File: config.mk
export PLATFORM = sky130hd
export DESIGN_NAME = dcache_load_align
export DESIGN_NICKNAME = d
export VERILOG_FILES = /design/src/common/dcache_geom_pkg.sv /design/src/common/dcache_req_pkg.sv /design/src/dcache/dcache_load_align.sv
export SDC_FILE = /design/constraint.sdc
export NUM_CORES = 1
export LEC_CHECK = 0
export BUFFER_PORTS_ARGS = -buffer_cell sky130_fd_sc_hd__clkbuf_2
export CORE_AREA = 4 4 225 227
export DETAILED_ROUTE_END_ITERATION = 7
export DIE_AREA = 0 0 229 231
export SLEW_MARGIN = 20
export SYNTH_ARGS = -nofsm -noshare
export SYNTH_HDL_FRONTEND = slang
export SYNTH_SLANG_ARGS = --single-unit
export TNS_END_PERCENT = 30
File: constraint.sdc
create_clock -name vclk -period 2.68
set_clock_uncertainty 0.15 [all_clocks]
set_input_delay 0.536 -clock vclk [all_inputs]
set_output_delay 0.536 -clock vclk [all_outputs]
set_load 0.01 [all_outputs]
File: src/common/dcache_geom_pkg.sv
package dcache_geom_pkg;

    localparam int index_width    = 6;   // 64 sets
    localparam int word_off_width = 4;   // 16 words per line
    localparam int tag_width      = 20;
    localparam int line_bits      = 512;

    typedef logic [line_bits-1:0]   line_t;
    typedef logic [tag_width-1:0]   tag_t;
    typedef logic [index_width-1:0] index_t;

    // field view of a physical address
    typedef struct packed {
        tag_t                      tag;
        index_t                    index;
        logic [word_off_width-1:0] word;
        logic [1:0]                byte_sel;
    } addr_fields_t;

    // raw word for the memory side, fields for set and lane selection
    typedef union packed {
        logic [31:0]  raw;
        addr_fields_t f;
    } dcache_addr_u;

endpackage

File: src/common/dcache_req_pkg.sv
package dcache_req_pkg;

    typedef enum logic [1:0] {
        size_byte = 2'd0,
        size_half = 2'd1,
        size_word = 2'd2
    } size_t;

    typedef logic [3:0] strb_t;

    // byte lanes touched inside one word
    function automatic strb_t lane_strb(size_t size, logic [1:0] off);
        case (size)
            size_byte: lane_strb = 4'b0001 << off;
            size_half: lane_strb = 4'b0011 << off;
            default:   lane_strb = 4'b1111;
        endcase
    endfunction

    // cpu puts store data in the low bits, move it to its lane
    function automatic logic [31:0] lane_data(logic [31:0] wdata, logic [1:0] off);
        lane_data = wdata << {off, 3'b000};
    endfunction

endpackage

File: src/dcache/dcache_load_align.sv
`timescale 1ns/1ps

module dcache_load_align (
    input  dcache_geom_pkg::line_t        i_line,
    input  dcache_geom_pkg::dcache_addr_u i_addr,
    input  dcache_req_pkg::size_t         i_size,
    input  logic                          i_signed,
    output logic [31:0]                   o_rdata
);

    logic [31:0] word;
    logic [15:0] half;
    logic [7:0]  byte_val;

    always_comb begin
        word     = i_line[{i_addr.f.word, 5'b0} +: 32];
        half     = word[{i_addr.f.byte_sel[1], 4'b0} +: 16];
        byte_val = word[{i_addr.f.byte_sel, 3'b0} +: 8];
        case (i_size)
            dcache_req_pkg::size_byte: o_rdata = {{24{i_signed & byte_val[7]}}, byte_val};
            dcache_req_pkg::size_half: o_rdata = {{16{i_signed & half[15]}}, half};
            default:                   o_rdata = word;
        endcase
    end

endmodule

==> flow_metrics.py <==
metrics = {
    "cells_and_area": {
        "mostFrequentLayoutCells": "clkbuf_2 (540), buf_4 (113), mux4_2 (93)",
        "nets": 1646,
        "area_delta_synth_final_pct": 102.9,
        "seq_cell_count": 0,
        "clkbuf_count": 0,
        "drive_above_1_share_pct": 79.40,
        "regArea_um2": 0,
        "fin_area_um2": 10140,
        "n_fill_cell": 5353,
        "final_common_cell": "clkbuf_2",
    },
    "global_route": {
        "first_global_vias": 8014,
        "grt_max_degree": 18,
        "grt_pass1_wl_um": 53480,
        "grt_overflow": 0,
        "grt_use_total_pct": 13.67,
        "antenna_found_initial": 7,
    },
    "power_and_ir_drop": {
        "switching_share_pct": 45.45,
        "power_frac_seq_pct": 0,
        "p_comb_share_pct": 100.0,
        "vdd_drop_max_mv": 0.06839,
        "switchingPower_mw": 0.8892,
        "p_leak_nw": 5.010,
        "p_per_area_nw_per_um2": 193.0,
        "intPower_mw": 1.067,
        "power_frac_clock_pct": 0,
        "total_power_mw": 1.957,
    },
    "timing": {
        "rsz0062_at_grt": "true",
        "timing.fmax_ghz": 0.3099,
        "setup_slack_ns": -0.5466,
        "relSlewSlack_pct": 68.50,
        "fin_crit_sh_pct": 120.4,
        "finalHoldViolCount": 0,
        "slew_viol_final": 0,
        "setup_viol": 32,
        "timing.hold.ws_ns": 1.426,
        "finalCriticalPeriod_ns": 3.227,
        "worstMarginPinSlew_ns": 0.4689,
    },
    "synth": {
        "syn-instance-count": 447,
        "ys_seq_area_share_pct": 0,
        "yosys_warnings": 0,
        "ys_types": 45,
        "synth_fp_nets": 994,
        "netlist_area_um2": 4997,
        "postSynthAreaPerCell_um2": 11.18,
    },
    "die": {
        "core.rowCount": 81,
        "dieHeight_um": 231,
        "chipWidth_um": 229,
        "die-area_um2": 52900,
        "design.core.area_um2": 48650,
        "initial_core_util_pct": 10.27,
        "io_pins": 579,
    },
    "run_status": {
        "violations": "setup timing",
        "outcome": "finished, violations left",
    },
    "critical_path": {
        "worst_setup_path_start_kind": "primary input",
        "worstSetupEndpointType": "output port",
        "cp_max_fo": 6,
        "critPathKind": "primary input to output port",
        "crit_required_ns": 1.99,
        "cp.arrival_ns": 2.54,
    },
    "drt": {
        "avgRoutedWirePerCell_um": 22.69,
        "wl_um": 39030,
        "routed_via_density": 4.176,
        "drt_pass1_iterations": 5,
        "antenna_left": 0,
        "vias": 7183,
        "drt_iter0_drc": 349,
        "remaining_drc_errors": 0,
    },
    "placed_design": {
        "place.gp.congestion": 0.9797,
        "post_dp_cell_area_um2": 9380,
        "dp_hpwl_um": 34640,
        "io_buffers": 553,
    },
    "clocking": {
        "postCtsHoldBufs": 0,
    },
    "flow_run": {
        "cap_violations": 0,
    },
    "hold_path": {
        "hold_class": "primary input to output port",
    },
}
## cell usage after synthesis (all sizes together)
cell type,n,area (um2)
mux4,107,2526
mux2i,83,830.8
nand2,45,168.9
buf,35,342.8
a22oi,31,232.7
a221oi,25,225.2
clkbuf,18,67.56
o21ai,15,75.07
nor2,14,52.55
nand3,13,65.06
a21oi,7,38.79
o22ai,6,37.54
nand4,5,31.28
o211ai,5,37.54
nor2b,4,25.02
a31oi,3,18.77
and2,3,18.77
inv,3,11.26
nand2b,3,18.77
nor3,3,15.01
or2,3,18.77
a221o,2,20.02
a21o,1,7.510
a222oi,1,10.01
a2bb2oi,1,8.760
a31o,1,8.760
a32oi,1,8.760
and2b,1,7.510
and3,1,6.260
clkinv,1,3.750
mux2,1,11.26
o2111ai,1,15.01
o21a,1,7.510
o31ai,1,7.510
o32a,1,10.01
or3,1,6.260
## routing by layer
| layer | GRT usage [%] | routed length (um) | vias up |
|---|---|---|---|
| met5 | 0 | 69 | - |
| met4 | 3.614 | 1289 | 10 |
| met3 | 2.727 | 2886 | 50 |
| met2 | 24.72 | 19220 | 436 |
| met1 | 16.53 | 15560 | 3426 |
| li1 | - | - | 3261 |
## final cells by class
| class | count | area (um2) | area share (%) |
|---|---|---|---|
| antenna | 1 | 2.502 | 0.02469 |
| timing repair buffer | 703 | 4420 | 43.61 |
| inverter | 4 | 15.01 | 0.1481 |
| tap | 622 | 778.2 | 7.677 |
| multi-input combinational | 390 | 4921 | 48.54 |
## through the flow
step / setup WS [ns] / util, % / TNS [ns] / instances
2_1_floorplan: -0.2200 / - / -4.481 / 447
3_3_place_gp: -0.8912 / 19.28 / -22.42 / 1705
3_5_place_dp: -0.8684 / 19.28 / -22.78 / 1705
4_1_cts: -0.5852 / 20.34 / -16.91 / 1716
5_1_grt: -0.6276 / 20.83 / -16.65 / 1719
6_report: -0.5466 / 20.84 / -14.59 / 1720
## power groups by stage
stage	registers (mW)	logic (mW)	clock network [mW]
floorplan	0	0.802	0
global placement	0	1.76	0
detailed placement	0	1.77	0
CTS	0	1.93	0
global route	0	2.10	0
finish	0	1.96	0.0000000500
## final timing paths
path,from,to,slack [ns],cells past startpoint
worst max-delay path,i_addr[2],o_rdata[3],-0.55,10
worst min-delay path,i_signed,o_rdata[29],1.43,4
## repair_timing
item | in CTS | in global routing
cloned | 5 | 0
setup buffers | 6 | 3
endpoints found under the hold margin | 0 | 0
setup endpoints to repair | 32 | 32
pin swaps | 17 | 18
gates resized for setup | 106 | 55
## worst max-delay path, cell delays in order
cell and delay [ns]:
buf_16 0.14, buf_16 0.14, buf_12 0.13, buf_8 0.12, buf_4 0.11, mux4_2 0.48, mux4_2 0.48, a22oi_2 0.16
nand2_1 0.08, buf_6 0.13
## logic make-up after synthesis
kind of cell	Yosys count	share of synthesized area (%)
multiplexers	191	67.40
buffers and inverters	57	8.513
AND/OR/NAND/NOR	96	8.688
AO/OA/AOI/OAI	103	15.40
Note: power is estimated with default switching activity, not from simulation.
