[src/common/dcache_geom_pkg.sv]
package dcache_geom_pkg;

    localparam int index_width    = 6;   // 64 sets
    localparam int word_off_width = 4;   // 16 words per line
    localparam int tag_width      = 20;
    localparam int line_bits      = 512;

    typedef logic [line_bits-1:0]   line_t;
    typedef logic [tag_width-1:0]   tag_t;
    typedef logic [index_width-1:0] index_t;

    // field view of a physical address
    typedef struct packed {
        tag_t                      tag;
        index_t                    index;
        logic [word_off_width-1:0] word;
        logic [1:0]                byte_sel;
    } addr_fields_t;

    // raw word for the memory side, fields for set and lane selection
    typedef union packed {
        logic [31:0]  raw;
        addr_fields_t f;
    } dcache_addr_u;

endpackage

[src/common/dcache_req_pkg.sv]
package dcache_req_pkg;

    typedef enum logic [1:0] {
        size_byte = 2'd0,
        size_half = 2'd1,
        size_word = 2'd2
    } size_t;

    typedef logic [3:0] strb_t;

    // byte lanes touched inside one word
    function automatic strb_t lane_strb(size_t size, logic [1:0] off);
        case (size)
            size_byte: lane_strb = 4'b0001 << off;
            size_half: lane_strb = 4'b0011 << off;
            default:   lane_strb = 4'b1111;
        endcase
    endfunction

    // cpu puts store data in the low bits, move it to its lane
    function automatic logic [31:0] lane_data(logic [31:0] wdata, logic [1:0] off);
        lane_data = wdata << {off, 3'b000};
    endfunction

endpackage

[src/dcache/dcache_lookup.sv]
`timescale 1ns/1ps

module dcache_lookup (
    input  logic                          clk,
    input  logic                          rstn,
    input  logic                          i_req_valid,
    input  logic                          i_req_write,
    input  dcache_geom_pkg::dcache_addr_u i_req_addr,
    input  logic [31:0]                   i_req_wdata,
    input  dcache_req_pkg::size_t         i_req_size,
    input  logic                          i_req_signed,
    output logic                          o_req_ready,
    output dcache_geom_pkg::index_t       o_rd_index,
    input  dcache_geom_pkg::tag_t         i_tag0,
    input  dcache_geom_pkg::tag_t         i_tag1,
    input  logic [1:0]                    i_valid,
    input  logic                          i_lru_way,
    output logic                          o_hit,          // raw tag match
    output logic                          o_hit_way,      // victim way on a miss
    output logic                          o_miss,
    output logic [63:0]                   o_store_we,
    output dcache_geom_pkg::line_t        o_store_line,
    output dcache_geom_pkg::index_t       o_wr_index,
    output logic                          o_set_dirty,
    output logic                          o_touch,
    output logic                          o_touch_way,
    output dcache_geom_pkg::dcache_addr_u o_req_addr,
    output logic [31:0]                   o_req_wdata,
    output dcache_req_pkg::size_t         o_req_size,
    output logic                          o_req_signed,
    output logic                          o_req_write,
    output logic                          o_lookup_valid,
    input  logic                          i_miss_busy,
    input  logic                          i_fill_done
);

    logic       accept, lookup_q, hit_now, store_hit, victim_way;
    logic [1:0] tag_hit;

    assign accept     = i_req_valid & o_req_ready;
    assign o_rd_index = i_req_addr.f.index;   // arrays sample this on the accepting edge

    always_ff @(posedge clk) begin
        if (accept) begin
            o_req_addr   <= i_req_addr;
            o_req_wdata  <= i_req_wdata;
            o_req_size   <= i_req_size;
            o_req_signed <= i_req_signed;
            o_req_write  <= i_req_write;
        end
    end

    // request stays in the stage while its miss is outstanding
    always_ff @(posedge clk) begin
        if (!rstn) lookup_q <= 1'b0;
        else       lookup_q <= accept | (lookup_q & (o_miss | i_miss_busy));
    end

    // array outputs are stale while a fill is in flight
    assign o_lookup_valid = lookup_q & ~(i_miss_busy | i_fill_done);

    assign tag_hit[0] = i_valid[0] & (i_tag0 == o_req_addr.f.tag);
    assign tag_hit[1] = i_valid[1] & (i_tag1 == o_req_addr.f.tag);
    assign o_hit      = |tag_hit;
    assign victim_way = ~i_valid[0] ? 1'b0 : (~i_valid[1] ? 1'b1 : i_lru_way);
    assign o_hit_way  = o_hit ? tag_hit[1] : victim_way;

    assign hit_now   = o_lookup_valid & o_hit;
    assign o_miss    = o_lookup_valid & ~o_hit;    // once, busy masks it afterwards
    assign store_hit = hit_now & o_req_write;

    // hold off during a miss and for the cycle a store hit writes the data array
    assign o_req_ready = ~(o_miss | i_miss_busy | store_hit);

    assign o_store_we = store_hit ?
        (64'(dcache_req_pkg::lane_strb(o_req_size, o_req_addr.f.byte_sel))
            << {o_req_addr.f.word, 2'b00}) : '0;
    assign o_store_line = {16{dcache_req_pkg::lane_data(o_req_wdata, o_req_addr.f.byte_sel)}};

    assign o_wr_index  = o_req_addr.f.index;
    assign o_set_dirty = store_hit;
    assign o_touch     = hit_now;
    assign o_touch_way = o_hit_way;

endmodule

[config.mk]
export PLATFORM = sky130hd
export DESIGN_NAME = dcache_lookup
export DESIGN_NICKNAME = d
export VERILOG_FILES = /design/src/common/dcache_geom_pkg.sv /design/src/common/dcache_req_pkg.sv /design/src/dcache/dcache_lookup.sv
export SDC_FILE = /design/constraint.sdc
export NUM_CORES = 1
export LEC_CHECK = 0
export ABC_AREA = 0
export BUFFER_PORTS_ARGS = -buffer_cell sky130_fd_sc_hd__buf_2
export CORE_AREA = 2 2 305 307
export DETAILED_ROUTE_END_ITERATION = 8
export DIE_AREA = 0 0 307 309
export SETUP_SLACK_MARGIN = 0.5
export SYNTH_ARGS = -nofsm -noshare
export SYNTH_HDL_FRONTEND = slang
export SYNTH_SLANG_ARGS = --single-unit
[constraint.sdc]
create_clock -name clk -period 6.4 [get_ports clk]
set_input_delay 0.64 -clock clk [delete_from_list [all_inputs] [get_ports clk]]
set_output_delay 0.64 -clock clk [all_outputs]
set_load 0.03 [all_outputs]
==> summary.md <==
| Metric | Value |
|---|---|
| Share of power burned in the clock network | 0.296 |
| Mux contribution to synthesized area | 0.0215 |
| CTS tree | built |
| Chip width | 307 um |
| Worst vdd ir | 0.187 mV |
| Setup_tns | 0 ps |
| Initial Util | 0.0814 |
| Flop2flop setup slack | 2590 ps |
| Finished Layout Cells | 2330 |
| Die Ht | 309 um |
| Slew Limit Fails | 0 |
| IO Port Bufs | 779 |
| CP required | 5760 ps |
| Drt pass-1 iters | 4 |
| XOR/XNOR Fraction of Synth Area | 0.0471 |
| Switch Pwr | 0.941 mW |
| Minimum clock period | 4560 ps |
| Cells after Synth | 838 |
| Worst slew pin tran | 1300 ps |
| Clock latency on the worst-skew pair | 410 ps |
| Fraction of registers with async set/reset | 0 |
| Count of cell types in the netlist | 34 |
| CP Max Fanout | 12 |
| CTS buffer count | 9 |
| Worst EP arrival | 3920 ps |
| # DRC | 0 |
| Clock Skew | 28.8 ps |
| FP Rows | 111 |
| Area growth from synthesis to layout | 28.5% |
| Post-Place Cells | 2307 |
| Nets | 1248 |
| Worst Hold Margin | 400 ps |
| Mapped Avg Cell Area | 8.88 um^2 |
| Initial antenna violation count | 17 |
| Cell Pwr Density | 205 mW/mm^2 |
| Endpoints failing hold | 0 |
| Setup violators final | 0 |
| Post_cts resized | 0 |
| Clock Pin Slew Worst Setup and Hold Paths | 90 ps |
| Die area | 0.0949 mm^2 |
| Static Leakage | 4.87 nW |
| Seq pwr share | 0.279 |
| Crit. End Element | primary output |
| Top_reg_cell synth | edfxtp_1 |
| Outcome | completed |
| Post-CTS Hold Buffers | 0 |
| Post-CTS setup buffer count | 0 |
| Post-Synth Adder-Cell Area | 0 |
| Gr ovfl total | 0 |
| Post-synth EDFFs | 68 |
| CTS Buffer Depth | 2 |
| Period utilization | 0.712 |
| DP HPWL | 31700 um |
| RSZ-0062 raised after global routing | no |
| Area of placed instances | 0.00924 mm^2 |
| First-pass GRT wire length | 45100 um |
| # Max-Cap Violations | 0 |
| Drt total wl | 38200 um |
| Part of the Yosys area used for sequential elements | 0.277 |
| Switching Fraction | 0.479 |
| Wire per inst | 16.4 um |
| Gr usage total | 0.0728 |
| Clk sinks | 69 |
| Post-Synth Simple-Gate Area | 0.115 |
| Routed vias | 6367 |
| Vias in the first global route | 5093 |
| Vias/cell | 2.73 |
| CP Launch Type | flip-flop |
| Achievable Freq | 219 MHz |
| Dominant combinational cell family by area after synthesis | buffers and inverters |
| Share of cells above drive strength 1 | 0.731 |
| Root Buffer Master | clkbuf_16 |
| Mapped Nets | 954 |
| Ys Warns | 0 |
| Max transition margin | 0.130 |
| Comb pwr share | 0.425 |
| Core Footprint | 0.0914 mm^2 |
| DRT iter0 DRCs | 337 |
| Final ANT Viol Nets | 0 |
| H-tree depth | 3 |
| Setup CP Type | reg2out |
| Yosys reg bits | 69 |
| Worst hold-check path type | in2reg |
| Largest net degree at the start of global routing | 47 |
| Final instance area | 0.00956 mm^2 |
| Internal power | 1.02 mW |
| Cell Area, Synth | 0.00744 mm^2 |
| GP Congestion | 0.843 |
| Synth Area in Compound Gates | 0.0299 |
| IO Count | 780 |
[final timing paths]
check	to	startpoint	cells past startpoint
max reg2reg	o_req_wdata[14]$_DFFE_PP_	o_req_addr[22]$_DFFE_PP_	7
min reg2reg	lookup_q$_SDFF_PN0_	lookup_q$_SDFF_PN0_	3
max	o_store_we[29]	o_req_addr[22]$_DFFE_PP_	7
min	o_req_wdata[3]$_DFFE_PP_	i_req_wdata[3]	1
[worst max-delay path: stages (launching register included)]
cell,delay [ps]
edfxtp_1,460
xor2_1,180
nor4_1,860
nand3_1,260
nor4_4,640
nor2_1,460
nor4_1,410
buf_2,260
[metal layers]
layer,global-route usage,wire length (um),up-vias,share of wire
li1,-,-,2820,-
met1,0.0868,15500,2979,0.41
met2,0.119,18200,512,0.48
met3,0.0262,3290,50,0.086
met4,0.0288,1120,6,0.029
met5,0,38,-,0.00099
[layout by cell type (no fill, tap or decap), types with 7 or more instances in the layout]
master | synthesis | final
nor4_1 | 11 | 11
a211oi_1 | 9 | 9
nor2b_1 | 14 | 13
mux2i_1 | 16 | 16
nand2_1 | 16 | 16
nor2_1 | 65 | 64
xor2_1 | 24 | 24
xnor2_1 | 16 | 16
edfxtp_1 | 68 | 68
and2_1 | 9 | 9
diode_2 | 0 | 7
clkbuf_16 | 0 | 9
nor3_1 | 13 | 13
buf_4 | 493 | 16
buf_2 | 1 | 779
[cell families after synthesis]
logic type	count (synthesis)
AO/OA/AOI/OAI	37
buffers and inverters	516
flip-flops	69
AND/OR/NAND/NOR	160
XOR/XNOR	40
multiplexers	16
[flip-flops by register name (all words and copies together) (netlist names)]
name,count
lookup_q,1
o_req_write,1
o_req_signed,1
o_req_size,2
o_req_wdata,32
o_req_addr,32
[cell type report]
cell class | instances | area, um^2
antenna | 7 | 17.5
multi-input combinational | 253 | 1650
fill | 10656 | 81800
timing repair buffer | 796 | 4030
clock buffer | 10 | 229
clock inverter | 6 | 70.1
tap | 1186 | 1480
sequential | 69 | 2060
inverter | 3 | 11.3
[cells in the mapped netlist, drive strengths merged, types with 5 or more instances]
| library cell | count | area share |
|---|---|---|
| a211oi | 9 | 0.0091 |
| xnor2 | 16 | 0.019 |
| nor3 | 13 | 0.0087 |
| edfxtp | 68 | 0.27 |
| nor4b | 5 | 0.0084 |
| a21oi | 10 | 0.0067 |
| nor2 | 65 | 0.033 |
| nor4 | 13 | 0.015 |
| nand2 | 16 | 0.0081 |
| clkbuf | 18 | 0.0091 |
| nand4 | 5 | 0.0042 |
| o21ai | 12 | 0.0081 |
| and2 | 9 | 0.0076 |
| nor2b | 14 | 0.012 |
| buf | 495 | 0.50 |
| mux2i | 16 | 0.022 |
| nand2b | 5 | 0.0042 |
| xor2 | 24 | 0.028 |
[power by group through the flow]
| stage | Combinational, mW | Clock [mW] | Sequential, mW |
|---|---|---|---|
| finish | 0.834 | 0.582 | 0.547 |
| global route | 0.872 | 0.646 | 0.550 |
| CTS | 0.843 | 0.640 | 0.549 |
| detailed placement | 0.842 | 0 | 0.558 |
| global placement | 0.837 | 0 | 0.558 |
| floorplan | 0.737 | 0 | 0.584 |
[through the flow]
| stage | total power [mW] | utilization | setup slack, ps |
|---|---|---|---|
| global route | 2.07 | 0.105 | 1770 |
| floorplan | 1.32 | - | 728 |
| detailed placement | 1.40 | 0.101 | 2040 |
| finish | 1.96 | 0.105 | 1840 |
| global placement | 1.40 | 0.101 | 2060 |
| CTS | 2.03 | 0.104 | 1850 |
(Power assumes the default switching activity.)
